--- src/host_chan_pkg.sv ---
/*
 * Shared definitions for the host channel adapter
 * Sizing localparams, FIU and AFU packed structs,
 * receive header and memory operation enums
 */

package host_chan_pkg;

    // ========================================
    // Sizing
    // ========================================

    // Host memory line address and data widths
    localparam int ADDR_W = 42;
    localparam int DATA_W = 512;

    // AFU request id, carried through the FIU mdata field
    localparam int ID_W = 16;

    // MMIO address, data and host transaction id widths
    localparam int MMIO_ADDR_W = 16;
    localparam int MMIO_DATA_W = 64;
    localparam int TID_W = 9;

    // The host never has more MMIO reads than this in flight
    localparam int MAX_MMIO_RD_REQS = 4;
    localparam int TID_Q_AW = $clog2(MAX_MMIO_RD_REQS);

    // One forced stage plus one extra timing stage on the MMIO port
    localparam int MMIO_REG_STAGES = 2;

    // ========================================
    // Encodings
    // ========================================

    // Kinds of beats the FIU sends on its receive stream
    typedef enum logic [1:0] {
        rx_rd_rsp  = 2'd0,
        rx_wr_rsp  = 2'd1,
        rx_mmio_wr = 2'd2,
        rx_mmio_rd = 2'd3
    } t_rx_type;

    typedef enum logic {
        mem_rd = 1'b0,
        mem_wr = 1'b1
    } t_mem_op;

    // ========================================
    // Structs
    // ========================================

    // One FIU receive beat, covering memory responses and MMIO requests.
    // MMIO write data sits in the low MMIO_DATA_W bits of data
    typedef struct packed {
        logic                   valid;
        t_rx_type               rx_type;
        logic [ID_W-1:0]        mdata;
        logic [MMIO_ADDR_W-1:0] mmio_addr;
        logic [TID_W-1:0]       tid;
        logic [DATA_W-1:0]      data;
    } t_fiu_rx;

    // Host memory request toward the FIU, on channel 0 or 1 by op
    typedef struct packed {
        logic              valid;
        t_mem_op           op;
        logic [ADDR_W-1:0] addr;
        logic [ID_W-1:0]   mdata;
        logic [DATA_W-1:0] data;
    } t_fiu_tx_mem;

    // MMIO read response toward the FIU
    typedef struct packed {
        logic                   valid;
        logic [TID_W-1:0]       tid;
        logic [MMIO_DATA_W-1:0] data;
    } t_fiu_tx_mmio;

    typedef struct packed {
        logic              valid;
        t_mem_op           op;
        logic [ADDR_W-1:0] addr;
        logic [ID_W-1:0]   id;
        logic [DATA_W-1:0] data;
    } t_afu_mem_req;

    // Responses come back out of order and are matched by id
    typedef struct packed {
        logic              valid;
        t_mem_op           op;
        logic [ID_W-1:0]   id;
        logic [DATA_W-1:0] data;
    } t_afu_mem_rsp;

    typedef struct packed {
        logic                   valid;
        logic                   wr;
        logic [MMIO_ADDR_W-1:0] addr;
        logic [MMIO_DATA_W-1:0] data;
    } t_mmio_req;

    typedef struct packed {
        logic                   valid;
        logic [MMIO_DATA_W-1:0] data;
    } t_mmio_rsp;

endpackage
--- src/fiu_split_mmio.sv ---
/*
 * fiu_split_mmio
 * Registers the FIU receive stream and steers each beat
 * to the MMIO path or the host memory path
 */

`timescale 1ns/1ps

module fiu_split_mmio import host_chan_pkg::*; (
    input  logic    clk,
    input  logic    rst,
    input  t_fiu_rx fiu_rx,
    output t_fiu_rx mmio_rx,
    output t_fiu_rx mem_rx
);

    // MMIO requests are the two upper header kinds, everything else is
    // a host memory response
    logic is_mmio;

    always_comb begin
        is_mmio = (fiu_rx.rx_type == rx_mmio_wr) || (fiu_rx.rx_type == rx_mmio_rd);
    end

    // Both outputs carry the same payload copy.
    // Only one of them sees the valid bit of a given beat
    always_ff @(posedge clk) begin
        mmio_rx <= fiu_rx;
        mem_rx  <= fiu_rx;
        mmio_rx.valid <= fiu_rx.valid && is_mmio;
        mem_rx.valid  <= fiu_rx.valid && !is_mmio;

        // Payload is left alone in reset, only the strobes drop
        if (rst) begin
            mmio_rx.valid <= 1'b0;
            mem_rx.valid  <= 1'b0;
        end
    end

endmodule

--- config.mk ---
export PLATFORM = sky130hd
export DESIGN_NAME = fiu_split_mmio
export DESIGN_NICKNAME = d
export VERILOG_FILES = /design/src/host_chan_pkg.sv /design/src/fiu_split_mmio.sv
export SDC_FILE = /design/constraint.sdc
export NUM_CORES = 1
export LEC_CHECK = 0
export BUFFER_PORTS_ARGS = -buffer_cell sky130_fd_sc_hd__buf_2
export CAP_MARGIN = 10
export CORE_AREA = 2 2 657 659
export DETAILED_ROUTE_END_ITERATION = 16
export DIE_AREA = 0 0 659 661
export GPL_TIMING_DRIVEN = 1
export PLACE_DENSITY = 0.3
export SYNTH_ARGS = -nofsm -noshare
export SYNTH_HDL_FRONTEND = slang
export SYNTH_SLANG_ARGS = --single-unit
--- constraint.sdc ---
create_clock -name clk -period 0.8 [get_ports clk]
set_input_delay 0.04 -clock clk [delete_from_list [all_inputs] [get_ports clk]]
set_output_delay 0.04 -clock clk [all_outputs]
set_load 0.02 [all_outputs]
; ---- Yosys cells after proc, flatten, opt, wreduce, memory -nomap -nowiden
; Index checks and enable logic that the tools add are counted.
[classes]
n_eq_ne = 2
n_reduce_logical = 4
[ops]
columns = cell, count
row1 = 2-bit == test (second input constant), 2
row2 = 1-bit logical AND, 2
row3 = 1-bit zero test, 1
row4 = 1-bit logical OR, 1
[word_totals]
ff_bits = 557
input_bits = 558
out_inout_bits = 1112
elab_cells = 13

; ---- Logic depth before layout (Yosys ltp)
[logic_depth]
word_depth = 4
ltp_mapped = 1
mapped_depth_nobuf = 1

; ---- Worst setup path after synthesis
; Ideal clock, no wire load.
[synth_path]
kind = reg2out
from = register mem_rx[0] (netlist name)
to = output mmio_rx[0] (netlist name)
t_arrival_ns = 0.595
required_time_ns = 0.760
path_slack_ns = 0.165
stages_incl_launch_ff = 2
n_path_buf = 1
cell_sequence = dfxtp_1 -> buf_4
[synth_rtl]
columns = element, line
row1 = "end, declared", fiu_split_mmio.sv:13  ; output t_fiu_rx mmio_rx,

; ---- Worst setup path in the final report
[layout_path]
from = register mem_rx[538] (netlist name)
to = output mem_rx[538] (netlist name)
[layout_rtl]
columns = element, line
row1 = "start, declared", fiu_split_mmio.sv:14  ; output t_fiu_rx mem_rx
row2 = "start signal, assigned", fiu_split_mmio.sv:29  ; mem_rx <= fiu_rx;
; No word-level cell between the ends.

==> run summary <==
Switching power share of the total = 32.7%
Final number of hold-violating endpoints = 0
Crit Path Max Fanout = 2
Final Non-Filler Cells = 9211
Die width = 659 microns
Layout cells sized above 1 = 69.1%
Worst min path class = input pin to flip-flop
Final WL = 303000 microns
CTS H-tree lvls = 3
Global router's overall resource usage = 13.4%
Type of the setup path with the least slack = flip-flop to primary output
Clk sink count = 557
WL met1 = 95600 microns
Placed cell count = 7947
Share of synthesized flip-flops with an asynchronous set or reset = 0%
Min Tclk post-route = 1.61 ns
Number of filler cells placed in the layout = 48100
Length of routed met2 wiring = 141000 microns
Post-synth cell types = 4
DRT iter0 DRCs = 850
DRC violations left = 0
HPWL after detailed placement = 274000 microns
Worst hold-check slack = 0.0792 ns
Cts bufs inserted = 83
Comb power frac = 25.5%
Worst Setup SP = mem_rx[538]$_DFF_P_
Startpoint Class = flip-flop
Slew of the pin with the lowest slew margin = 0.601 ns
Worst setup timing slack at the placement stage = -0.828 ns
Synthesized instance count = 1114
Status = complete, but fails checks
Maximum frequency from static timing analysis = 623 MHz
Syn avg cell area = 13.8 sq um
Clk buf depth = 4
Initial Utilization = 3.57%
Slew Viols, Final = 0
Unrepaired setup endpoints after global routing = yes
Die height = 661 microns
Post-route setup TNS = -593.05 ns
Core ar. = 429000 sq um
Register area share after synthesis = 72.7%
Final count of negative-setup-slack endpoints = 1115
Area enclosed by the die boundary = 436000 sq um
Most frequent cells after synthesis = dfxtp_1, buf_4, and3b_1, nor3b_2
Largest net degree at the start of global routing = 14
Cell accounting for the most synthesized area = dfxtp_1
Most used DFF post-synth = dfxtp_1
Switching power = 0.0309 W
Leakage = 21.2 nW
IO buf count = 1669
Endpoint kind of the worst setup timing path = primary output
Placer congestion estimate = 1.01
Clk network pwr share = 41.3%
Vias = 18100
Footprint of the multi-input gates = 21.3 sq um
Flip-flop and latch count after synthesis = 557
Buffer cell driving the clock tree root = clkbuf_16
Worst rel slew slack = 59.8%
Overflow left after global routing = 0
Final Util = 12.4%
Total I/O pin count = 1670
Crit path setup slack, layout = -0.806 ns
P per Cell Area = 1780 nW/um^2
Sum of met3 wire segment lengths after detailed routing = 51800 microns
Worst Hold Launch = fiu_rx[150]
Vias in the first global route = 19300
CTS clock-pin slew for the worst setup and hold paths = 0.07 ns
Number of nets with antenna violations after routing = 0
Net count of the mapped netlist = 1672
Detailed-router iteration count before antenna repair = 5
Site Rows = 241
Sequential power share = 33.1%
Wire length of the first global-routing pass = 343000 microns
Area share of the leading cell type in the synthesized netlist = 72.7%
Area Overhead vs Synth = 246%
Violated checks = negative setup slack
Number of synthesis warnings = 0
Total of max-cap violations = 0
Sequential cell area in the final layout = 12900 sq um
Highest Signal Layer = met5
CP required = 0.76 ns
Post-route fraction of the period consumed by the critical path = 201%
Area contributors post-synth = dfxtp_1, buf_4, nor3b_2
Post-synthesis cell area = 15300 sq um
Top-count cell post-synth = dfxtp_1
Total Nets Final = 3966
Routed via count divided by cell count = 1.96
Routed len/inst = 32.9 microns
Number of flops mapped to enable cells by yosys = 0
Highest ir drop seen on vdd = 1410 uV
Clock tree from TritonCTS = done
Antenna violations before repair = 122
Internal Pwr Total = 0.0636 W
Critical path data arrival time = 1.57 ns
sequential cells by signal (all words and copies together) (netlist names):
| register | count |
|---|---|
| mem_rx | 556 |
| mmio_rx | 1 |
cells in the final DEF, fill, tap and decap left out:
cell type,netlist,final
clkbuf_8,0,6
dfxtp_2,0,154
buf_8,0,120
inv_6,0,8
nor3b_2,1,1
clkbuf_16,0,86
buf_12,0,395
diode_2,0,32
buf_2,0,557
bufinv_16,0,7
buf_6,0,629
dlygate4sd3_1,0,1062
clkinv_2,0,10
clkinvlp_4,0,8
dfxtp_4,0,403
clkinv_8,0,1
inv_8,0,3
clkbuf_1,0,10
clkinv_4,0,7
buf_4,555,1
and3b_1,1,1
metrics by stage:
| stage | power, W | area [sq um] |
|---|---|---|
| floorplan | 0.0364 | 15300 |
| global placement | 0.0489 | 31900 |
| detailed placement | 0.0488 | 31900 |
| CTS | 0.0974 | 52700 |
| global route | 0.0988 | 53100 |
| finish | 0.0946 | 53100 |
logic make-up (layout without fill, tap and decap cells):
group,Yosys count,in the layout,share of synthesized area [%]
flops,557,557,72.7
simple gates,2,2,0.139
other cells,0,32,0
buf+inv,555,2910,27.2
layout make-up:
cell class | count | share of cell area [%]
clock buffers | 102 | 4.28
well taps | 5710 | 13.5
clock inverters | 44 | 0.945
diodes | 32 | 0.151
multi-input cells | 2 | 0.0401
flip-flops and latches | 557 | 24.2
repair buffers | 2764 | 56.9
routing by layer:
metal  global-route usage [%]  vias up
met5                        0        -
met4                     5.21       18
met3                     10.4      409
met2                     22.1     1399
met1                     12.3     8659
li1                         -     7579
worst max-delay path: stages (launching register included):
cell     delay, ns
dfxtp_4       0.50
buf_6         0.16
buf_12        0.10
worst paths after layout:
| path | to | slack (ns) | depth (start not counted) |
|---|---|---|---|
| hold / removal | mem_rx[150]$_DFF_P_ | 0.08 | 2 |
| setup / recovery | mem_rx[538] | -0.81 | 2 |
repair_timing:
action / in CTS / in global routing
endpoints found under the hold margin: 557 / 0
buffers inserted: 26 / 0
setup endpoints to repair: 1112 / 1113
hold buffers: 1062 / 0
cloned: 0 / 0
resized for setup: 2592 / 111
power by group through the flow:
stage          Clock [W]  Sequential, W  Combinational [W]
2_1_floorplan          0         0.0324            0.00398
3_3_place_gp           0         0.0320             0.0170
3_5_place_dp           0         0.0320             0.0168
4_1_cts           0.0410         0.0315             0.0249
5_1_grt           0.0418         0.0315             0.0254
6_report          0.0391         0.0313             0.0242
Note: power is estimated with default switching activity, not from simulation.
