**config.mk**
```make
export PLATFORM = sky130hd
export DESIGN_NAME = mmio_reg_pipe
export DESIGN_NICKNAME = d
export VERILOG_FILES = /design/src/host_chan_pkg.sv /design/src/mmio_reg_pipe.sv
export SDC_FILE = /design/constraint.sdc
export NUM_CORES = 1
export LEC_CHECK = 0
export BUFFER_PORTS_ARGS = -buffer_cell sky130_fd_sc_hd__buf_2
export CORE_ASPECT_RATIO = 2
export CORE_MARGIN = 4
export CORE_UTILIZATION = 33
export CTS_BUF_LIST = sky130_fd_sc_hd__clkbuf_16
export CTS_CLUSTER_SIZE = 14
export DETAILED_ROUTE_END_ITERATION = 8
export PLACE_DENSITY = 0.59
export SYNTH_ARGS = -nofsm -noshare
export SYNTH_HDL_FRONTEND = slang
export SYNTH_SLANG_ARGS = --single-unit
```
**constraint.sdc**
```tcl
create_clock -name clk -period 0.8 [get_ports clk]
set_clock_uncertainty 0.1 [all_clocks]
set_input_delay 0.08 -clock clk [delete_from_list [all_inputs] [get_ports clk]]
set_output_delay 0.08 -clock clk [all_outputs]
set_load 0.02 [all_outputs]
```
**src/host_chan_pkg.sv**
```systemverilog
/*
 * Shared definitions for the host channel adapter
 * Sizing localparams, FIU and AFU packed structs,
 * receive header and memory operation enums
 */

package host_chan_pkg;

    // ========================================
    // Sizing
    // ========================================

    // Host memory line address and data widths
    localparam int ADDR_W = 42;
    localparam int DATA_W = 512;

    // AFU request id, carried through the FIU mdata field
    localparam int ID_W = 16;

    // MMIO address, data and host transaction id widths
    localparam int MMIO_ADDR_W = 16;
    localparam int MMIO_DATA_W = 64;
    localparam int TID_W = 9;

    // The host never has more MMIO reads than this in flight
    localparam int MAX_MMIO_RD_REQS = 4;
    localparam int TID_Q_AW = $clog2(MAX_MMIO_RD_REQS);

    // One forced stage plus one extra timing stage on the MMIO port
    localparam int MMIO_REG_STAGES = 2;

    // ========================================
    // Encodings
    // ========================================

    // Kinds of beats the FIU sends on its receive stream
    typedef enum logic [1:0] {
        rx_rd_rsp  = 2'd0,
        rx_wr_rsp  = 2'd1,
        rx_mmio_wr = 2'd2,
        rx_mmio_rd = 2'd3
    } t_rx_type;

    typedef enum logic {
        mem_rd = 1'b0,
        mem_wr = 1'b1
    } t_mem_op;

    // ========================================
    // Structs
    // ========================================

    // One FIU receive beat, covering memory responses and MMIO requests.
    // MMIO write data sits in the low MMIO_DATA_W bits of data
    typedef struct packed {
        logic                   valid;
        t_rx_type               rx_type;
        logic [ID_W-1:0]        mdata;
        logic [MMIO_ADDR_W-1:0] mmio_addr;
        logic [TID_W-1:0]       tid;
        logic [DATA_W-1:0]      data;
    } t_fiu_rx;

    // Host memory request toward the FIU, on channel 0 or 1 by op
    typedef struct packed {
        logic              valid;
        t_mem_op           op;
        logic [ADDR_W-1:0] addr;
        logic [ID_W-1:0]   mdata;
        logic [DATA_W-1:0] data;
    } t_fiu_tx_mem;

    // MMIO read response toward the FIU
    typedef struct packed {
        logic                   valid;
        logic [TID_W-1:0]       tid;
        logic [MMIO_DATA_W-1:0] data;
    } t_fiu_tx_mmio;

    typedef struct packed {
        logic              valid;
        t_mem_op           op;
        logic [ADDR_W-1:0] addr;
        logic [ID_W-1:0]   id;
        logic [DATA_W-1:0] data;
    } t_afu_mem_req;

    // Responses come back out of order and are matched by id
    typedef struct packed {
        logic              valid;
        t_mem_op           op;
        logic [ID_W-1:0]   id;
        logic [DATA_W-1:0] data;
    } t_afu_mem_rsp;

    typedef struct packed {
        logic                   valid;
        logic                   wr;
        logic [MMIO_ADDR_W-1:0] addr;
        logic [MMIO_DATA_W-1:0] data;
    } t_mmio_req;

    typedef struct packed {
        logic                   valid;
        logic [MMIO_DATA_W-1:0] data;
    } t_mmio_rsp;

endpackage
```
**src/mmio_reg_pipe.sv**
```systemverilog
/*
 * mmio_reg_pipe
 * MMIO_REG_STAGES deep register chains for the MMIO request
 * and the MMIO read response, for timing isolation
 */

`timescale 1ns/1ps

module mmio_reg_pipe import host_chan_pkg::*; (
    input  logic      clk,
    input  logic      rst,
    input  t_mmio_req req_in,
    output t_mmio_req req_out,
    input  t_mmio_rsp rsp_in,
    output t_mmio_rsp rsp_out
);

    t_mmio_req req_q [MMIO_REG_STAGES];
    t_mmio_rsp rsp_q [MMIO_REG_STAGES];

    // Stage 0 takes the input and each later stage takes its neighbour
    always_ff @(posedge clk) begin
        req_q[0] <= req_in;
        rsp_q[0] <= rsp_in;
        for (int i = 1; i < MMIO_REG_STAGES; i++) begin
            req_q[i] <= req_q[i-1];
            rsp_q[i] <= rsp_q[i-1];
        end

        // Clear only the strobes, the payload may hold stale values
        if (rst) begin
            for (int i = 0; i < MMIO_REG_STAGES; i++) begin
                req_q[i].valid <= 1'b0;
                rsp_q[i].valid <= 1'b0;
            end
        end
    end

    assign req_out = req_q[MMIO_REG_STAGES-1];
    assign rsp_out = rsp_q[MMIO_REG_STAGES-1];

endmodule

```
Word level (Yosys, flattened, before mapping) --
Memories as Yosys holds them, arrays and structs flattened. Index checks and enable logic that the tools add are counted.
Word-level totals: logic and storage cells 12, input port bits 149, bits in writable memories 294, memories kept 2, bits in read-only memories 0, output and inout bits 147, register bits 0, latch bits 0
Cells by class: muxes and demuxes 6, $mul 0, bitwise operators 4, add/subtract/negate cells 0, magnitude comparators 0, reductions and logical operators 0, equal/unequal tests 0, divide/modulo/power cells 0, shift-type cells 0
Memory list:
- req_q | words 2, bits a word 82, read ports 2, clocked after memory_dff 0, wr ports 2, RTL line mmio_reg_pipe.sv:18 | t_mmio_req req_q [MMIO_REG_STAGES];
- rsp_q | words 2, bits a word 65, read ports 2, clocked after memory_dff 0, wr ports 2, RTL line mmio_reg_pipe.sv:19 | t_mmio_rsp rsp_q [MMIO_REG_STAGES];
Operator list (count):
- 1-bit 2-to-1 mux | 6
- 1-bit OR (first input constant) | 4

Depth between registers and ports, before layout --
Gate-level depths: netlist (run 1).
word-level depth 3, gate-level depth with buffers 1, mapped depth without buffers 1

Worst setup path before layout (run 1) --
No wires, ideal clock.
path type register -> output, start mem req_q[0][82] (netlist bit), end out req_out[0] (netlist bit), slack 0.204 ns, arrival time 0.416 ns, data required time 0.620 ns, path buffers 1, stages on the path, launching flop included 2, cells stage by stage dfxtp_1 -> buf_4
RTL lines:
- from (decl) | RTL line mmio_reg_pipe.sv:18
- to (decl) | RTL line mmio_reg_pipe.sv:13 | output t_mmio_req req_out,

==> results of run 1 <==
[per-layer routing]
layer  routed length, um  vias up  GRT usage, %
met3                1166       45         3.954
met4                 777        0         7.146
met2                8750      175         24.78
met5                   0        -             0
met1                4619     1762         10.91
li1                    -     1848             -
[sequential cells by signal, indices dropped and copies added (netlist names)]
register / count
req_q: 164
rsp_q: 130
[cells in the mapped netlist (all sizes together)]
cell   instances  area share [%]
dfxtp        294              84
buf          147              16
nor2b          4            0.36
[final cells by class]
class	instances	area, sq um	area share (%)
flip-flops and latches	294	6070	55.33
repair buffers	443	3877	35.34
clock buffers	25	625.6	5.703
well taps	269	336.6	3.068
clock inverters	8	36.28	0.3307
multi-input cells	4	25.02	0.2281
[per-stage QoR]
stage	power, mW	TNS, ps
2_1_floorplan	16.94	0
3_3_place_gp	17.20	0
3_5_place_dp	17.23	0
4_1_cts	28.90	-54490
5_1_grt	29.61	-55190
6_report	28.49	-49250
[worst min path at each step]
stage	end	startpoint	slack, ps
2_1_floorplan	req_q[0][0]	req_in[0]	8
3_3_place_gp	rsp_q[0][42]	rsp_in[42]	80
3_5_place_dp	rsp_q[0][24]	rsp_in[24]	80
4_1_cts	req_q[0][66]	req_in[66]	50
5_1_grt	req_q[0][0]	req_in[0]	60
6_report	req_q[0][4]	req_in[4]	90
[logic make-up (layout without fill, tap and decap cells)]
| group | Yosys count | count (layout) |
|---|---|---|
| simple gates | 4 | 4 |
| buf+inv | 147 | 476 |
| flops | 294 | 294 |
[where the power goes]
part	leakage, nW	switching, mW	internal [mW]
Sequential	2.48	0.273	15.5
Clock	0.330	4.80	5.56
Combinational	2.10	0.911	1.43
[repair_timing]
item                                   CTS  global route
resized for setup                      441             0
setup endpoints to repair              147           147
hold buffers                           148             0
endpoints found under the hold margin  149             0
==> results.json, run 1 <==
{
  "dp_hpwl_um": 9502,
  "final_core_util_pct": 52.42,
  "clkSlewWorstSetupHoldPaths_ps": 60,
  "num_io_pins": 296,
  "clock.fmax_mhz": 860.7,
  "dp.cells": 862,
  "grt_antenna_before_repair": 0,
  "dieWidth_um": 111.1,
  "worst-r2r-cell-count": 1,
  "min-delay-path-class": "input pin to flip-flop",
  "worst_case_setup_slack_after_placement_ps": 133.4,
  "failed_checks": "setup timing",
  "via_count": 3830,
  "gpl.final_weighted_congestion": 0.8131,
  "core_sq_um": 20930,
  "power-per-cell-area_nw_per_um2": 2597,
  "clk_latency_ps": 520,
  "synth-adder-area-share_pct": 0,
  "vias_per_cell": 3.672,
  "worst-endpoint-arrival_ps": 980,
  "detail_route.iter0.violations": 76,
  "max_slew.worst_pin.slew_ps": 156.8,
  "grt_use_total_pct": 12.63,
  "clock_sinks": 294,
  "timing.setup.critical_path_class": "flip-flop to primary output",
  "cp_data_required_time_ps": 620,
  "vdd.ir_drop.worst_mv": 1.889,
  "cp-startpoint": "rsp_q[0][92]",
  "area_growth_pct": 56.40,
  "critical-path-top-delay-family": "flip-flops",
  "critical_path.reg2reg.startpoint": "req_q[0][81]",
  "io_buf_count": 295,
  "antenna-diode-count": 0,
  "cts-buffers-inserted": 25,
  "synth_fp_nets": 594,
  "fin_ws_ps": -361.9,
  "critical_path_peak_fanout": 1,
  "initial_utilization_pct": 33.52,
  "synth-simple-area-share_pct": 0.3568,
  "grt_start_max_net_pins": 15,
  "cts_tree": "done",
  "path_depth": 1,
  "syn_avg_cell_area_sq_um": 15.76,
  "kind_of_end_point_of_the_critical_path": "primary output",
  "wirelength_um": 15310,
  "timing.critical_path.cells": "buf_6",
  "layout.cells.most_common_list": "sky130_fd_sc_hd__dlygate4sd3_1 (148), sky130_fd_sc_hd__buf_2 (148), sky130_fd_sc_hd__buf_6 (147), sky130_fd_sc_hd__dfxtp_1 (147), sky130_fd_sc_hd__dfxtp_2 (147)",
  "syn-instance-count": 445,
  "dieHeight_um": 214.2,
  "std_cell_rows": 75,
  "cp-start-kind": "flip-flop",
  "drt-wirelength-per-cell_um": 14.68,
  "hold_depth": 2,
  "timing.final.max_slew_violations": 0,
  "final_nets": 917,
  "report.final.hold_viol_count": 0,
  "synth-seq-cells": 294,
  "ys_seq_area_share_pct": 83.91,
  "synthesis.yosys.warnings": 0,
  "final-setup-viol-count": 147,
  "worst-r2r-setup-slack_ps": 190,
  "grt_pass1_vias": 4324,
  "post-cts-setup-buffers": 0,
  "total_of_max_cap_violations": 0,
  "yosysUniqueCellTypes": 3,
  "timing.rr.end": "req_q[0][163]",
  "drt_pre_antenna_iters": 4,
  "relSlewSlack_pct": 89.54,
  "finalHoldWorstSlack_ps": 85.83,
  "global_route.overflow_total": 0,
  "crit_buf_inv": 1,
  "nFillCells": 1693,
  "syn-cell-area_sq_um": 7014,
  "post_route_antenna_net_violation_count": 0,
  "final_area_sq_um": 10970,
  "share_of_cell_area_taken_by_muxes_after_synthesis_pct": 0,
  "largest_family_of_logic_cells_by_synthesized_area": "buffers and inverters",
  "share_of_final_layout_standard_cells_stronger_than_drive_strength_1_pct": 60.59,
  "critPathMaxStageDelay_ps": 340,
  "fin_crit_sh_pct": 145.2,
  "critical-path-slowest-cell": "sky130_fd_sc_hd__dfxtp_2",
  "dieArea_sq_um": 23790,
  "h-tree-depth": 1,
  "post_layout_nonfiller_instances": 1043,
  "outcome": "finished, violations left",
  "synth_compound_area_share_pct": 0,
  "grt_pass1_wl_um": 23360,
  "drc": 0,
  "power_leakage_nw": 4.910,
  "cts.path.max_buffers": 3,
  "cp-endpoint": "rsp_out[27]",
  "clock-root-buffer": "sky130_fd_sc_hd__clkbuf_16",
  "min_period_ps": 1162,
  "rsz0062_at_grt": "true",
  "yosys.area_share.xor_xnor_pct": 0,
  "placed_cell_area_sq_um": 7724
}
Power figures use the tool's default switching activity.
==> inputs of run 2 (changes only) <==
Clock period 0.8 ns to 1.3 ns, I/O delays scaled along.
==> results.json, run 2 (synthesized netlist as in run 1, its figures left out) <==
{
  "outcome": "completed",
  "worst-endpoint-arrival_ps": 1010,
  "total_of_max_cap_violations": 0,
  "drt_pre_antenna_iters": 4,
  "timing.final.max_slew_violations": 0,
  "initial_utilization_pct": 33.52,
  "cts_tree": "done",
  "num_io_pins": 296,
  "wirelength_um": 14460,
  "seq_power_share_pct": 56.2,
  "drc": 0,
  "dieHeight_um": 214.2,
  "cp_data_required_time_ps": 1070,
  "grt_pass1_vias": 4190,
  "clock-root-buffer": "sky130_fd_sc_hd__clkbuf_16",
  "max_slew.worst_pin.slew_ps": 160.5,
  "core_sq_um": 20930,
  "largest_registers": "req_q (164), rsp_q (130)",
  "fin_crit_sh_pct": 95.44,
  "switching_power_mw": 3.575,
  "vias_per_cell": 3.591,
  "p_comb_share_pct": 6.8,
  "power.clock.fraction_pct": 37.0,
  "detail_route.iter0.violations": 84,
  "layout.cells.most_common_list": "sky130_fd_sc_hd__buf_2 (294), sky130_fd_sc_hd__dfxtp_1 (294), sky130_fd_sc_hd__dlygate4sd3_1 (148)",
  "antenna-diode-count": 0,
  "via_count": 3745,
  "timing.critical_path.cells": "buf_2",
  "post-cts-setup-buffers": 0,
  "global_route.overflow_total": 0,
  "nFillCells": 1814,
  "grt_antenna_before_repair": 0,
  "dp_hpwl_um": 9492,
  "power_leakage_nw": 4.607,
  "relSlewSlack_pct": 89.37,
  "post_route_antenna_net_violation_count": 0,
  "critical-path-slowest-cell": "sky130_fd_sc_hd__dfxtp_1",
  "kind_of_end_point_of_the_critical_path": "primary output",
  "grt_pass1_wl_um": 22650,
  "clk_latency_ps": 510,
  "std_cell_rows": 75,
  "critical_path_peak_fanout": 1,
  "min_period_ps": 1241,
  "gpl.final_weighted_congestion": 0.8230,
  "timing.setup.critical_path_class": "flip-flop to primary output",
  "final_core_util_pct": 47.14,
  "min-delay-path-class": "input pin to flip-flop",
  "clkSlewWorstSetupHoldPaths_ps": 60,
  "h-tree-depth": 1,
  "area_growth_pct": 40.64,
  "cts-buffers-inserted": 25,
  "cts.path.max_buffers": 3,
  "power.switching_fraction_pct": 20.93,
  "vdd.ir_drop.worst_mv": 1.162,
  "clock_sinks": 294,
  "top_register": "req_q",
  "io_buf_count": 295,
  "totalNegativeSetupSlack_ps": 0,
  "critical-path-top-delay-family": "flip-flops",
  "dieArea_sq_um": 23790,
  "power-per-cell-area_nw_per_um2": 1732,
  "rsz0062_at_grt": "false",
  "grt_start_max_net_pins": 15,
  "share_of_final_layout_standard_cells_stronger_than_drive_strength_1_pct": 41.47,
  "power.total_mw": 17.08,
  "cellInternalPower_mw": 13.51,
  "largest_reg_flops": 164,
  "final-setup-viol-count": 0,
  "report.final.hold_viol_count": 0,
  "clock.fmax_mhz": 806.0,
  "cp-start-kind": "flip-flop",
  "drt-wirelength-per-cell_um": 13.86,
  "final_nets": 917,
  "critPathMaxStageDelay_ps": 340,
  "grt_use_total_pct": 12.07,
  "dieWidth_um": 111.1,
  "crit_buf_inv": 1
}
run 2: cell types whose count changed in the layout (fill, tap and decap cells not counted), moves of 2 or more:
cell                      delta
sky130_fd_sc_hd__buf_6     -147
sky130_fd_sc_hd__buf_2     +146
sky130_fd_sc_hd__inv_1       +2
sky130_fd_sc_hd__dfxtp_1   +147
sky130_fd_sc_hd__dfxtp_2   -147
run 2: layout make-up:
class | count | area, sq um | area share (%)
sequential | 294 | 5886 | 59.67
timing repair buffer | 443 | 2960 | 30.01
clock buffer | 25 | 625.6 | 6.342
tap | 269 | 336.6 | 3.412
clock inverter | 8 | 31.28 | 0.3171
multi-input combinational | 4 | 25.02 | 0.2537
run 2: per-layer routing:
metal  wire [um]  up-vias  GRT usage (%)
met4         656        0          6.374
met1        4646     1694          10.98
met2        8020      173          23.28
met5           0        -              0
met3        1135       36          3.784
li1            -     1842              -
run 2: power by group through the flow:
stage	Clock [mW]	Sequential [mW]	Combinational, mW
floorplan	0	9.77	0.657
global placement	0	9.78	0.800
detailed placement	0	9.80	0.805
CTS	6.63	9.59	1.17
global route	6.96	9.64	1.24
finish	6.33	9.60	1.16
run 2: per-stage QoR:
step / hold WS [ps] / std cells / instance area (sq um) / setup WS [ps]
floorplan: 57.72 / 445 / 7014 / 654.0
CTS: 111.2 / 1043 / 9862 / 8.798
global placement: 132.0 / 862 / 7724 / 580.8
global route: 130.5 / 1043 / 9864 / 0.8630
detailed placement: 133.6 / 862 / 7724 / 581.2
finish: 146.5 / 1043 / 9864 / 59.32
run 2: path summary, 6_finish.rpt:
path                            slack, ps  cells past startpoint            end           from
worst min-delay path                  150                      2   rsp_q[0][23]     rsp_in[23]
worst max register to register        690                      1  req_q[0][163]   req_q[0][81]
worst min register to register        220                      0  rsp_q[0][115]   rsp_q[0][50]
worst max-delay path                   60                      1    rsp_out[39]  rsp_q[0][104]
run 2: timing repair:
action                                  4_1_cts  5_1_grt
gates resized for setup                       0        1
endpoints found under the setup margin        0        1
hold buffers                                148        0
endpoints found under the hold margin       149        0
