File: config.mk
export PLATFORM = sky130hd
export DESIGN_NAME = mmio_map
export DESIGN_NICKNAME = d
export VERILOG_FILES = /design/src/host_chan_pkg.sv /design/src/mmio_map.sv
export SDC_FILE = /design/constraint.sdc
export NUM_CORES = 1
export LEC_CHECK = 0
export BUFFER_PORTS_ARGS = -buffer_cell sky130_fd_sc_hd__buf_2
export CORE_AREA = 2 2 305 307
export DETAILED_ROUTE_END_ITERATION = 6
export DIE_AREA = 0 0 307 309
export HOLD_SLACK_MARGIN = 0.05
export PLACE_DENSITY = 0.3
export SETUP_SLACK_MARGIN = 0.2
export SYNTH_ARGS = -nofsm -noshare
export SYNTH_HDL_FRONTEND = slang
export SYNTH_SLANG_ARGS = --single-unit
File: constraint.sdc
create_clock -name clk -period 1.3 [get_ports clk]
set_clock_uncertainty 0.05 [all_clocks]
set_input_delay 0.13 -clock clk [delete_from_list [all_inputs] [get_ports clk]]
set_output_delay 0.13 -clock clk [all_outputs]
set_load 0.005 [all_outputs]
File: src/host_chan_pkg.sv
/*
 * Shared definitions for the host channel adapter
 * Sizing localparams, FIU and AFU packed structs,
 * receive header and memory operation enums
 */

package host_chan_pkg;

    // ========================================
    // Sizing
    // ========================================

    // Host memory line address and data widths
    localparam int ADDR_W = 42;
    localparam int DATA_W = 512;

    // AFU request id, carried through the FIU mdata field
    localparam int ID_W = 16;

    // MMIO address, data and host transaction id widths
    localparam int MMIO_ADDR_W = 16;
    localparam int MMIO_DATA_W = 64;
    localparam int TID_W = 9;

    // The host never has more MMIO reads than this in flight
    localparam int MAX_MMIO_RD_REQS = 4;
    localparam int TID_Q_AW = $clog2(MAX_MMIO_RD_REQS);

    // One forced stage plus one extra timing stage on the MMIO port
    localparam int MMIO_REG_STAGES = 2;

    // ========================================
    // Encodings
    // ========================================

    // Kinds of beats the FIU sends on its receive stream
    typedef enum logic [1:0] {
        rx_rd_rsp  = 2'd0,
        rx_wr_rsp  = 2'd1,
        rx_mmio_wr = 2'd2,
        rx_mmio_rd = 2'd3
    } t_rx_type;

    typedef enum logic {
        mem_rd = 1'b0,
        mem_wr = 1'b1
    } t_mem_op;

    // ========================================
    // Structs
    // ========================================

    // One FIU receive beat, covering memory responses and MMIO requests.
    // MMIO write data sits in the low MMIO_DATA_W bits of data
    typedef struct packed {
        logic                   valid;
        t_rx_type               rx_type;
        logic [ID_W-1:0]        mdata;
        logic [MMIO_ADDR_W-1:0] mmio_addr;
        logic [TID_W-1:0]       tid;
        logic [DATA_W-1:0]      data;
    } t_fiu_rx;

    // Host memory request toward the FIU, on channel 0 or 1 by op
    typedef struct packed {
        logic              valid;
        t_mem_op           op;
        logic [ADDR_W-1:0] addr;
        logic [ID_W-1:0]   mdata;
        logic [DATA_W-1:0] data;
    } t_fiu_tx_mem;

    // MMIO read response toward the FIU
    typedef struct packed {
        logic                   valid;
        logic [TID_W-1:0]       tid;
        logic [MMIO_DATA_W-1:0] data;
    } t_fiu_tx_mmio;

    typedef struct packed {
        logic              valid;
        t_mem_op           op;
        logic [ADDR_W-1:0] addr;
        logic [ID_W-1:0]   id;
        logic [DATA_W-1:0] data;
    } t_afu_mem_req;

    // Responses come back out of order and are matched by id
    typedef struct packed {
        logic              valid;
        t_mem_op           op;
        logic [ID_W-1:0]   id;
        logic [DATA_W-1:0] data;
    } t_afu_mem_rsp;

    typedef struct packed {
        logic                   valid;
        logic                   wr;
        logic [MMIO_ADDR_W-1:0] addr;
        logic [MMIO_DATA_W-1:0] data;
    } t_mmio_req;

    typedef struct packed {
        logic                   valid;
        logic [MMIO_DATA_W-1:0] data;
    } t_mmio_rsp;

endpackage
File: src/mmio_map.sv
/*
 * mmio_map
 * FIU MMIO beats to AFU MMIO requests, with a small FIFO
 * of read tids that pairs in-order AFU read data with
 * the host transaction it answers
 */

`timescale 1ns/1ps

module mmio_map import host_chan_pkg::*; (
    input  logic         clk,
    input  logic         rst,
    input  t_fiu_rx      mmio_rx,
    output t_mmio_req    afu_req,
    input  t_mmio_rsp    afu_rsp,
    output t_fiu_tx_mmio fiu_tx_mmio
);

    // ========================================
    // Request path
    // ========================================

    logic is_rd;
    logic is_wr;

    always_comb begin
        is_rd = mmio_rx.valid && (mmio_rx.rx_type == rx_mmio_rd);
        is_wr = mmio_rx.valid && (mmio_rx.rx_type == rx_mmio_wr);
    end

    always_ff @(posedge clk) begin
        afu_req.valid <= is_rd || is_wr;
        afu_req.wr    <= (mmio_rx.rx_type == rx_mmio_wr);
        afu_req.addr  <= mmio_rx.mmio_addr;
        // MMIO write data is the low word of the line
        afu_req.data  <= mmio_rx.data[MMIO_DATA_W-1:0];

        if (rst) begin
            afu_req.valid <= 1'b0;
        end
    end

    // ========================================
    // Read tid FIFO
    // ========================================

    // The AFU answers reads in request order, so a plain FIFO is enough.
    // The host keeps at most MAX_MMIO_RD_REQS reads open, which is why
    // there is no full check
    logic [TID_W-1:0]    tid_q [MAX_MMIO_RD_REQS];
    logic [TID_Q_AW-1:0] wr_ptr;
    logic [TID_Q_AW-1:0] rd_ptr;

    always_ff @(posedge clk) begin
        if (is_rd) begin
            tid_q[wr_ptr] <= mmio_rx.tid;
        end
    end

    always_ff @(posedge clk) begin
        if (rst) begin
            wr_ptr <= '0;
            rd_ptr <= '0;
        end else begin
            if (is_rd) begin
                wr_ptr <= wr_ptr + 1'b1;
            end
            // Each returned read retires the oldest tid
            if (afu_rsp.valid) begin
                rd_ptr <= rd_ptr + 1'b1;
            end
        end
    end

    // ========================================
    // Response path
    // ========================================

    always_ff @(posedge clk) begin
        fiu_tx_mmio.valid <= afu_rsp.valid;
        fiu_tx_mmio.tid   <= tid_q[rd_ptr];
        fiu_tx_mmio.data  <= afu_rsp.data;

        if (rst) begin
            fiu_tx_mmio.valid <= 1'b0;
        end
    end

endmodule

# == Word level (Yosys, flattened, before mapping) ==
# Memories as Yosys holds them, arrays and structs flattened. A register that Yosys moved wholly into a read port is not among the register bits.
# Index checks and enable logic that the tools add are counted.
# op_classes
add_sub_neg,2
n_mux,2
n_eq_ne,2
n_reduce_logical,3
# ops
operator,count
adder 2 x 1 -> 2 bit (second input constant),2
equality test 2 bit (second input constant),2
logical AND 1 bit,2
2-to-1 mux 1 bit,2
logical OR 1 bit,1
# word_totals
ff_bits,151
wordCells,18
mem_count,1
out_inout_bits,156
in_bits,623
mem_bits_rw,36
# mem_list
memory,depth,word_bits,rd,rd_clocked_by_memory_dff,write_ports,line_no,text
tid_q,4,9,1,1,1,mmio_map.sv:50,logic [TID_W-1:0] tid_q [MAX_MMIO_RD_REQS];

# == Longest topological paths before layout ==
# Gate-level depths: netlist (run 1).
# logic_depth
depth_word,4
ltp_mapped,4
ltp_nobuf,4

# == Worst setup path after synthesis (run 1) ==
# No wires, ideal clock.
# synth_path
kind,reg2reg
from,register rd_ptr[0]
to,"register, netlist name fiu_tx_mmio[65]"
path_slack_ns,0.102
path_stages_with_launch,3
required_time_ns,1.116
synth_period_minus_slack_ns,1.198
path_buffers,1
setup_time_ns,0.134
arrival_time_ns,1.013
path_cell_list,dfxtp_1 > buf_6 > mux4_2
# synth_rtl
element,line_no,text
from (decl),mmio_map.sv:52,logic [TID_Q_AW-1:0] rd_ptr;
from (signal assigned),mmio_map.sv:70,rd_ptr <= rd_ptr + 1'b1;
# No word-level cell between the ends.

# == Worst setup path after layout (run 1) ==
# layout_path
from,register rd_ptr[0]
to,"register, netlist name fiu_tx_mmio[66]"
# No word-level cell between the ends.

==> impl_metrics.py, run 1 <==
metrics = {
    "floorplanning": {
        "initial_core_util_pct": 5.15,
        "io-pin-count": 779,
        "row_count": 111,
        "dieArea_sq_um": 94900,
        "coreArea_sq_um": 91400,
        "die_x_um": 307,
        "fp.dieH_um": 309,
    },
    "timing": {
        "max_freq_mhz": 822,
        "rsz0062_at_grt": "true",
        "slew_viol_final": 0,
        "worstMarginPinSlew_ns": 0.332,
        "period_minus_slack_ns": 1.22,
        "relSlewSlack_pct": 77.9,
        "finalSetupTns_ns": 0,
        "finalHoldViolations": 0,
        "setup_viol": 0,
        "fin_crit_sh_pct": 93.5,
    },
    "worst_setup_path": {
        "crit_chain": "buf_12, mux4_2",
        "cp_slowest_cell": "mux4_2",
        "required_ns": 1.59,
        "cpLargestDelayFamily": "multiplexers",
        "arrival_ns": 1.50,
        "crit_buf_inv": 1,
        "critPathMaxStageDelay_ns": 0.54,
        "cp_max_fo": 3,
        "path_class": "reg2reg",
        "cp-end-kind": "flip-flop",
        "cp-start-kind": "flip-flop",
    },
    "logic_synthesis": {
        "syn-num-nets": 861,
        "syn_area_per_cell_sq_um": 20.1,
        "synth_seq_cells": 196,
        "syn_inst": 234,
        "ys_warn_count": 0,
        "synth_seq_area_share_pct": 91.1,
        "syn_area_sq_um": 4700,
        "synth_cell_types": 20,
    },
    "hold_path": {
        "hold_path_class": "in2reg",
    },
    "global_route": {
        "grt_util_all_layers_pct": 4.28,
        "grt_pass1_wl_um": 27400,
        "overflow": 0,
        "grt_pass1_vias": 4243,
        "antenna_found_initial": 13,
        "grt_start_max_net_pins": 20,
    },
    "route": {
        "dr.pass1.iters": 4,
        "drt_iter0_drc": 102,
        "drc": 0,
        "wirelength_um": 19700,
        "wl_per_cell_um": 10.2,
        "vias": 3855,
        "final_antenna_net_count": 0,
        "vias_per_cell": 1.99,
    },
    "clocking": {
        "htreeDepth": 4,
        "cts_tree": "done",
        "clk_pin_slew_ns": 0.09,
        "cts_made_buffers": 17,
        "root_buffer": "clkbuf_16",
        "clk_path_buf_depth": 2,
        "clock_sinks": 196,
        "clk_latency_ns": 0.48,
    },
    "job": {
        "drv_cap": 0,
    },
    "power_and_ir_drop": {
        "p_per_area_nw_per_um2": 1250,
        "p_leak_uw": 0.00423,
        "ir_worst_vdd_v": 0.000983,
        "p_total_uw": 13400,
    },
    "placed_design": {
        "gp_congestion": 0.739,
        "io_buffers": 314,
        "post-dp-hpwl_um": 15000,
    },
    "finish": {
        "drive_gt1_share_pct": 61.1,
        "mostFrequentLayoutCells": "buf_2, dlygate4sd3_1, dfxtp_1",
        "utilization_pct": 11.7,
        "nNetsFinal": 1365,
        "mostFrequentLayoutCell": "buf_2",
        "area_growth_pct": 127,
    },
    "run_status": {
        "status": "completed",
    },
}
-- layer usage --
layer	GRT usage [%]	routed length, um	vias to the layer above
met1	4.34	7460	1761
met4	2.04	411	12
met3	3.10	2840	32
li1	-	-	1802
met2	6.57	8900	248
met5	0	84	-
-- worst paths after layout --
kind | end | cells past startpoint | startpoint | slack, ns
setup reg to reg | fiu_tx_mmio[66]$_DFF_P_ | 2 | rd_ptr[0]$_SDFFE_PP0P_ | 0.08
hold reg to reg | wr_ptr[1]$_SDFFE_PP0P_ | 2 | wr_ptr[1]$_SDFFE_PP0P_ | 0.49
setup / recovery | fiu_tx_mmio[66]$_DFF_P_ | 2 | rd_ptr[0]$_SDFFE_PP0P_ | 0.08
hold / removal | afu_req[43]$_DFF_P_ | 2 | mmio_rx[43] | 0.21
-- metrics by stage --
stage	hold WS (ns)	cell area (sq um)	setup WS (ns)	std cells
floorplan	0.108	4720	0.149	234
global placement	0.183	7850	0.0141	1742
detailed placement	0.184	7850	0.0210	1742
CTS	0.144	10400	0.0507	1937
global route	0.168	10700	0.0535	1938
finish	0.211	10700	0.0840	1939
-- state kept, by name (all words and copies together) (netlist names) --
| name | count |
|---|---|
| rd_ptr | 2 |
| tid_q | 36 |
| afu_req | 82 |
| wr_ptr | 2 |
| fiu_tx_mmio | 74 |
-- cell type report --
cell class / count / area [sq um]
well taps: 1186 / 1480
clock inverters: 13 / 136
diodes: 2 / 5.00
flip-flops and latches: 196 / 4400
repair buffers: 486 / 3700
inverters: 2 / 12.5
multi-input cells: 35 / 464
clock buffers: 19 / 453
fillers: 10400 / 80700
-- synthesized netlist by cell type --
| library cell | count | area [sq um] |
|---|---|---|
| mux4_1 | 2 | 52.6 |
| buf_6 | 1 | 11.3 |
| xnor2_1 | 1 | 8.76 |
| mux4_2 | 7 | 158 |
| ha_1 | 4 | 50.1 |
| nand3b_1 | 1 | 7.51 |
| and2_1 | 4 | 25.0 |
| mux2i_1 | 1 | 10.0 |
| dfxtp_1 | 160 | 3200 |
| mux2_2 | 1 | 11.3 |
| buf_2 | 2 | 10.0 |
| a21bo_2 | 1 | 10.0 |
| and3_1 | 1 | 6.26 |
| nor2b_1 | 3 | 18.8 |
| nor2_1 | 3 | 11.3 |
| inv_1 | 2 | 7.51 |
| nand2_1 | 1 | 3.75 |
| edfxtp_1 | 36 | 1080 |
| a21oi_1 | 1 | 5.00 |
| nand2b_1 | 2 | 12.5 |
-- repair_timing --
item | in CTS | in global routing
gates cloned | 2 | 0
resized for setup | 112 | 75
hold buffers | 159 | 1
pin swaps | 3 | 1
hold endpoints to repair | 187 | 1
buffers inserted | 2 | 0
setup endpoints to repair | 201 | 203
-- cells by family (layout without fill, tap and decap cells) --
family | after synthesis | after routing | synth area share (%)
flip-flops | 196 | 196 | 91.1
AND/OR/NAND/NOR | 15 | 17 | 1.81
multiplexers | 11 | 11 | 4.92
buffers and inverters | 5 | 520 | 0.612
adder cells (fa/ha/maj) | 4 | 4 | 1.06
AO/OA/AOI/OAI | 2 | 2 | 0.319
XOR/XNOR | 1 | 1 | 0.186
other | 0 | 2 | 0
-- worst register-to-register path, stage by stage (launching register included) --
cell	delay, ns
dfxtp_4	0.37
buf_12	0.11
mux4_2	0.54
-- power by group --
part           leakage [uW]  internal, uW  total, uW  switching [uW]
clock network      0.000286          2660       5450            2790
registers           0.00168          6480       6600             117
logic               0.00227           874       1300             428
No activity file was read; power rests on OpenSTA's default activity.
==> run 2: changes to the inputs <==
==> constraint.sdc (replaced) <==
create_clock -name clk -period 1.3 [get_ports clk]
set_clock_uncertainty 0.05 [all_clocks]
set_input_delay 0.195 -clock clk [delete_from_list [all_inputs] [get_ports clk]]
set_output_delay 0.195 -clock clk [all_outputs]
set_load 0.005 [all_outputs]
==> impl_metrics.py, run 2 (same netlist as run 1, synthesis figures left out) <==
metrics = {
    "job": {
        "drv_cap": 0,
    },
    "clocking": {
        "clk_latency_ns": 0.48,
        "htreeDepth": 4,
        "root_buffer": "clkbuf_16",
        "cts_tree": "done",
        "clk_pin_slew_ns": 0.09,
        "clk_path_buf_depth": 2,
        "clock_sinks": 196,
        "cts_made_buffers": 17,
    },
    "timing": {
        "relSlewSlack_pct": 77.3,
        "rsz0062_at_grt": "true",
        "fin_crit_sh_pct": 94.8,
        "max_freq_mhz": 812,
        "period_minus_slack_ns": 1.23,
        "worstMarginPinSlew_ns": 0.341,
        "finalHoldViolations": 0,
        "setup_viol": 0,
        "slew_viol_final": 0,
    },
    "finish": {
        "drive_gt1_share_pct": 61.3,
        "fin_cells": 1937,
        "fillers": 10400,
        "mostFrequentLayoutCells": "buf_2, dlygate4sd3_1, dfxtp_1",
        "mostFrequentLayoutCell": "buf_2",
        "reg.largest.list": "afu_req (82), fiu_tx_mmio (74), tid_q (36)",
        "area_growth_pct": 126,
        "regMostFlops": "afu_req",
        "largest_register_ffs": 82,
        "nNetsFinal": 1363,
    },
    "worst_setup_path": {
        "r2r-start": "rd_ptr[0]$_SDFFE_PP0P_",
        "cp_max_fo": 1,
        "path_class": "reg2out",
        "required_ns": 1.05,
        "cp-start-kind": "flip-flop",
        "crit_buf_inv": 1,
        "critPathMaxStageDelay_ns": 0.38,
        "arrival_ns": 0.99,
        "cp_slowest_cell": "dfxtp_4",
        "crit_chain": "buf_6",
        "startpoint": "afu_req[40]$_DFF_P_",
        "cp-end-kind": "output port",
        "cpLargestDelayFamily": "flip-flops",
    },
    "placed_design": {
        "io_buffers": 314,
        "gp_congestion": 0.741,
        "post-dp-hpwl_um": 15000,
        "placed_cells": 1741,
    },
    "floorplanning": {
        "die_x_um": 307,
        "dieArea_sq_um": 94900,
        "row_count": 111,
        "coreArea_sq_um": 91400,
        "initial_core_util_pct": 5.15,
        "io-pin-count": 779,
        "fp.dieH_um": 309,
    },
    "route": {
        "wirelength_um": 19800,
        "dr.pass1.iters": 4,
        "drt_iter0_drc": 68,
        "vias_per_cell": 1.98,
        "wl_per_cell_um": 10.2,
        "final_antenna_net_count": 0,
        "vias": 3841,
        "drc": 0,
    },
    "global_route": {
        "grt_pass1_vias": 4299,
        "antenna_found_initial": 11,
        "grt_use_met1_pct": 4.30,
        "busiest_layer": "met2",
        "overflow": 0,
        "grt_util_all_layers_pct": 4.28,
        "grt_start_max_net_pins": 20,
        "grt_pass1_wl_um": 27300,
        "met3_usage_pct": 3.12,
        "met2_usage_pct": 6.46,
    },
    "run_status": {
        "status": "completed",
    },
    "power_and_ir_drop": {
        "clkPwrFrac_pct": 40.6,
        "swShare_pct": 25.0,
        "comb_power_share_pct": 9.7,
        "seq_power_share_pct": 49.6,
        "intPower_uw": 9970,
        "p_total_uw": 13300,
        "power_switching_uw": 3330,
        "p_leak_uw": 0.00421,
        "ir_worst_vdd_v": 0.000995,
        "p_per_area_nw_per_um2": 1250,
    },
    "hold_path": {
        "hold_path_class": "in2reg",
        "min_from": "mmio_rx[59]",
    },
}
-- run 2: timing repair --
item                                    4_1_cts  5_1_grt
pin swaps                                     3        1
hold buffers                                159        1
hold endpoints to repair                    186        1
endpoints found under the setup margin      201      204
gates resized for setup                     115       68
gates cloned                                  2        0
buffers inserted                              1        0
-- run 2: layout make-up --
| class | count | area (sq um) | share of cell area (%) |
|---|---|---|---|
| flip-flops and latches | 196 | 4400 | 41.5 |
| repair buffers | 484 | 3670 | 34.6 |
| well taps | 1186 | 1480 | 14.0 |
| multi-input cells | 35 | 464 | 4.37 |
| clock buffers | 19 | 443 | 4.17 |
| clock inverters | 13 | 135 | 1.27 |
| inverters | 2 | 12.5 | 0.118 |
| diodes | 2 | 5.00 | 0.0472 |
-- run 2: path summary, 6_finish.rpt --
check                                 end  slack, ns  cells after the start
setup / recovery              afu_req[40]       0.07                      1
hold / removal        afu_req[59]$_DFF_P_       0.28                      2
setup reg to reg  fiu_tx_mmio[67]$_DFF_P_       0.08                      2
hold reg to reg    wr_ptr[1]$_SDFFE_PP0P_       0.49                      2
-- run 2: metal layers --
layer / vias to the layer above / wire length, um / part of all wire, %
met5: - / 76 / 0.38
met4: 12 / 587 / 3.0
met3: 32 / 2750 / 14
met2: 252 / 8780 / 44
met1: 1745 / 7650 / 39
li1: 1800 / - / -
-- run 2: stage by stage --
| step | area [sq um] | hold WS (ns) | setup slack (ns) | util, % | setup TNS, ns |
|---|---|---|---|---|---|
| floorplan | 4720 | 0.173 | 0.149 | - | 0 |
| global placement | 7860 | 0.247 | -0.0159 | 8.60 | -0.188 |
| detailed placement | 7860 | 0.249 | -0.0126 | 8.60 | -0.150 |
| CTS | 10400 | 0.206 | -0.00669 | 11.4 | -0.0110 |
| global route | 10600 | 0.228 | -0.00415 | 11.6 | -0.00415 |
| finish | 10600 | 0.279 | 0.0680 | 11.6 | 0 |
-- run 2: power groups by stage --
stage               logic [uW]  registers (uW)  clock network [uW]
floorplan                  108            6720                   0
global placement           807            6700                   0
detailed placement         802            6700                   0
CTS                       1270            6590                5750
global route              1410            6630                5950
finish                    1290            6600                5400
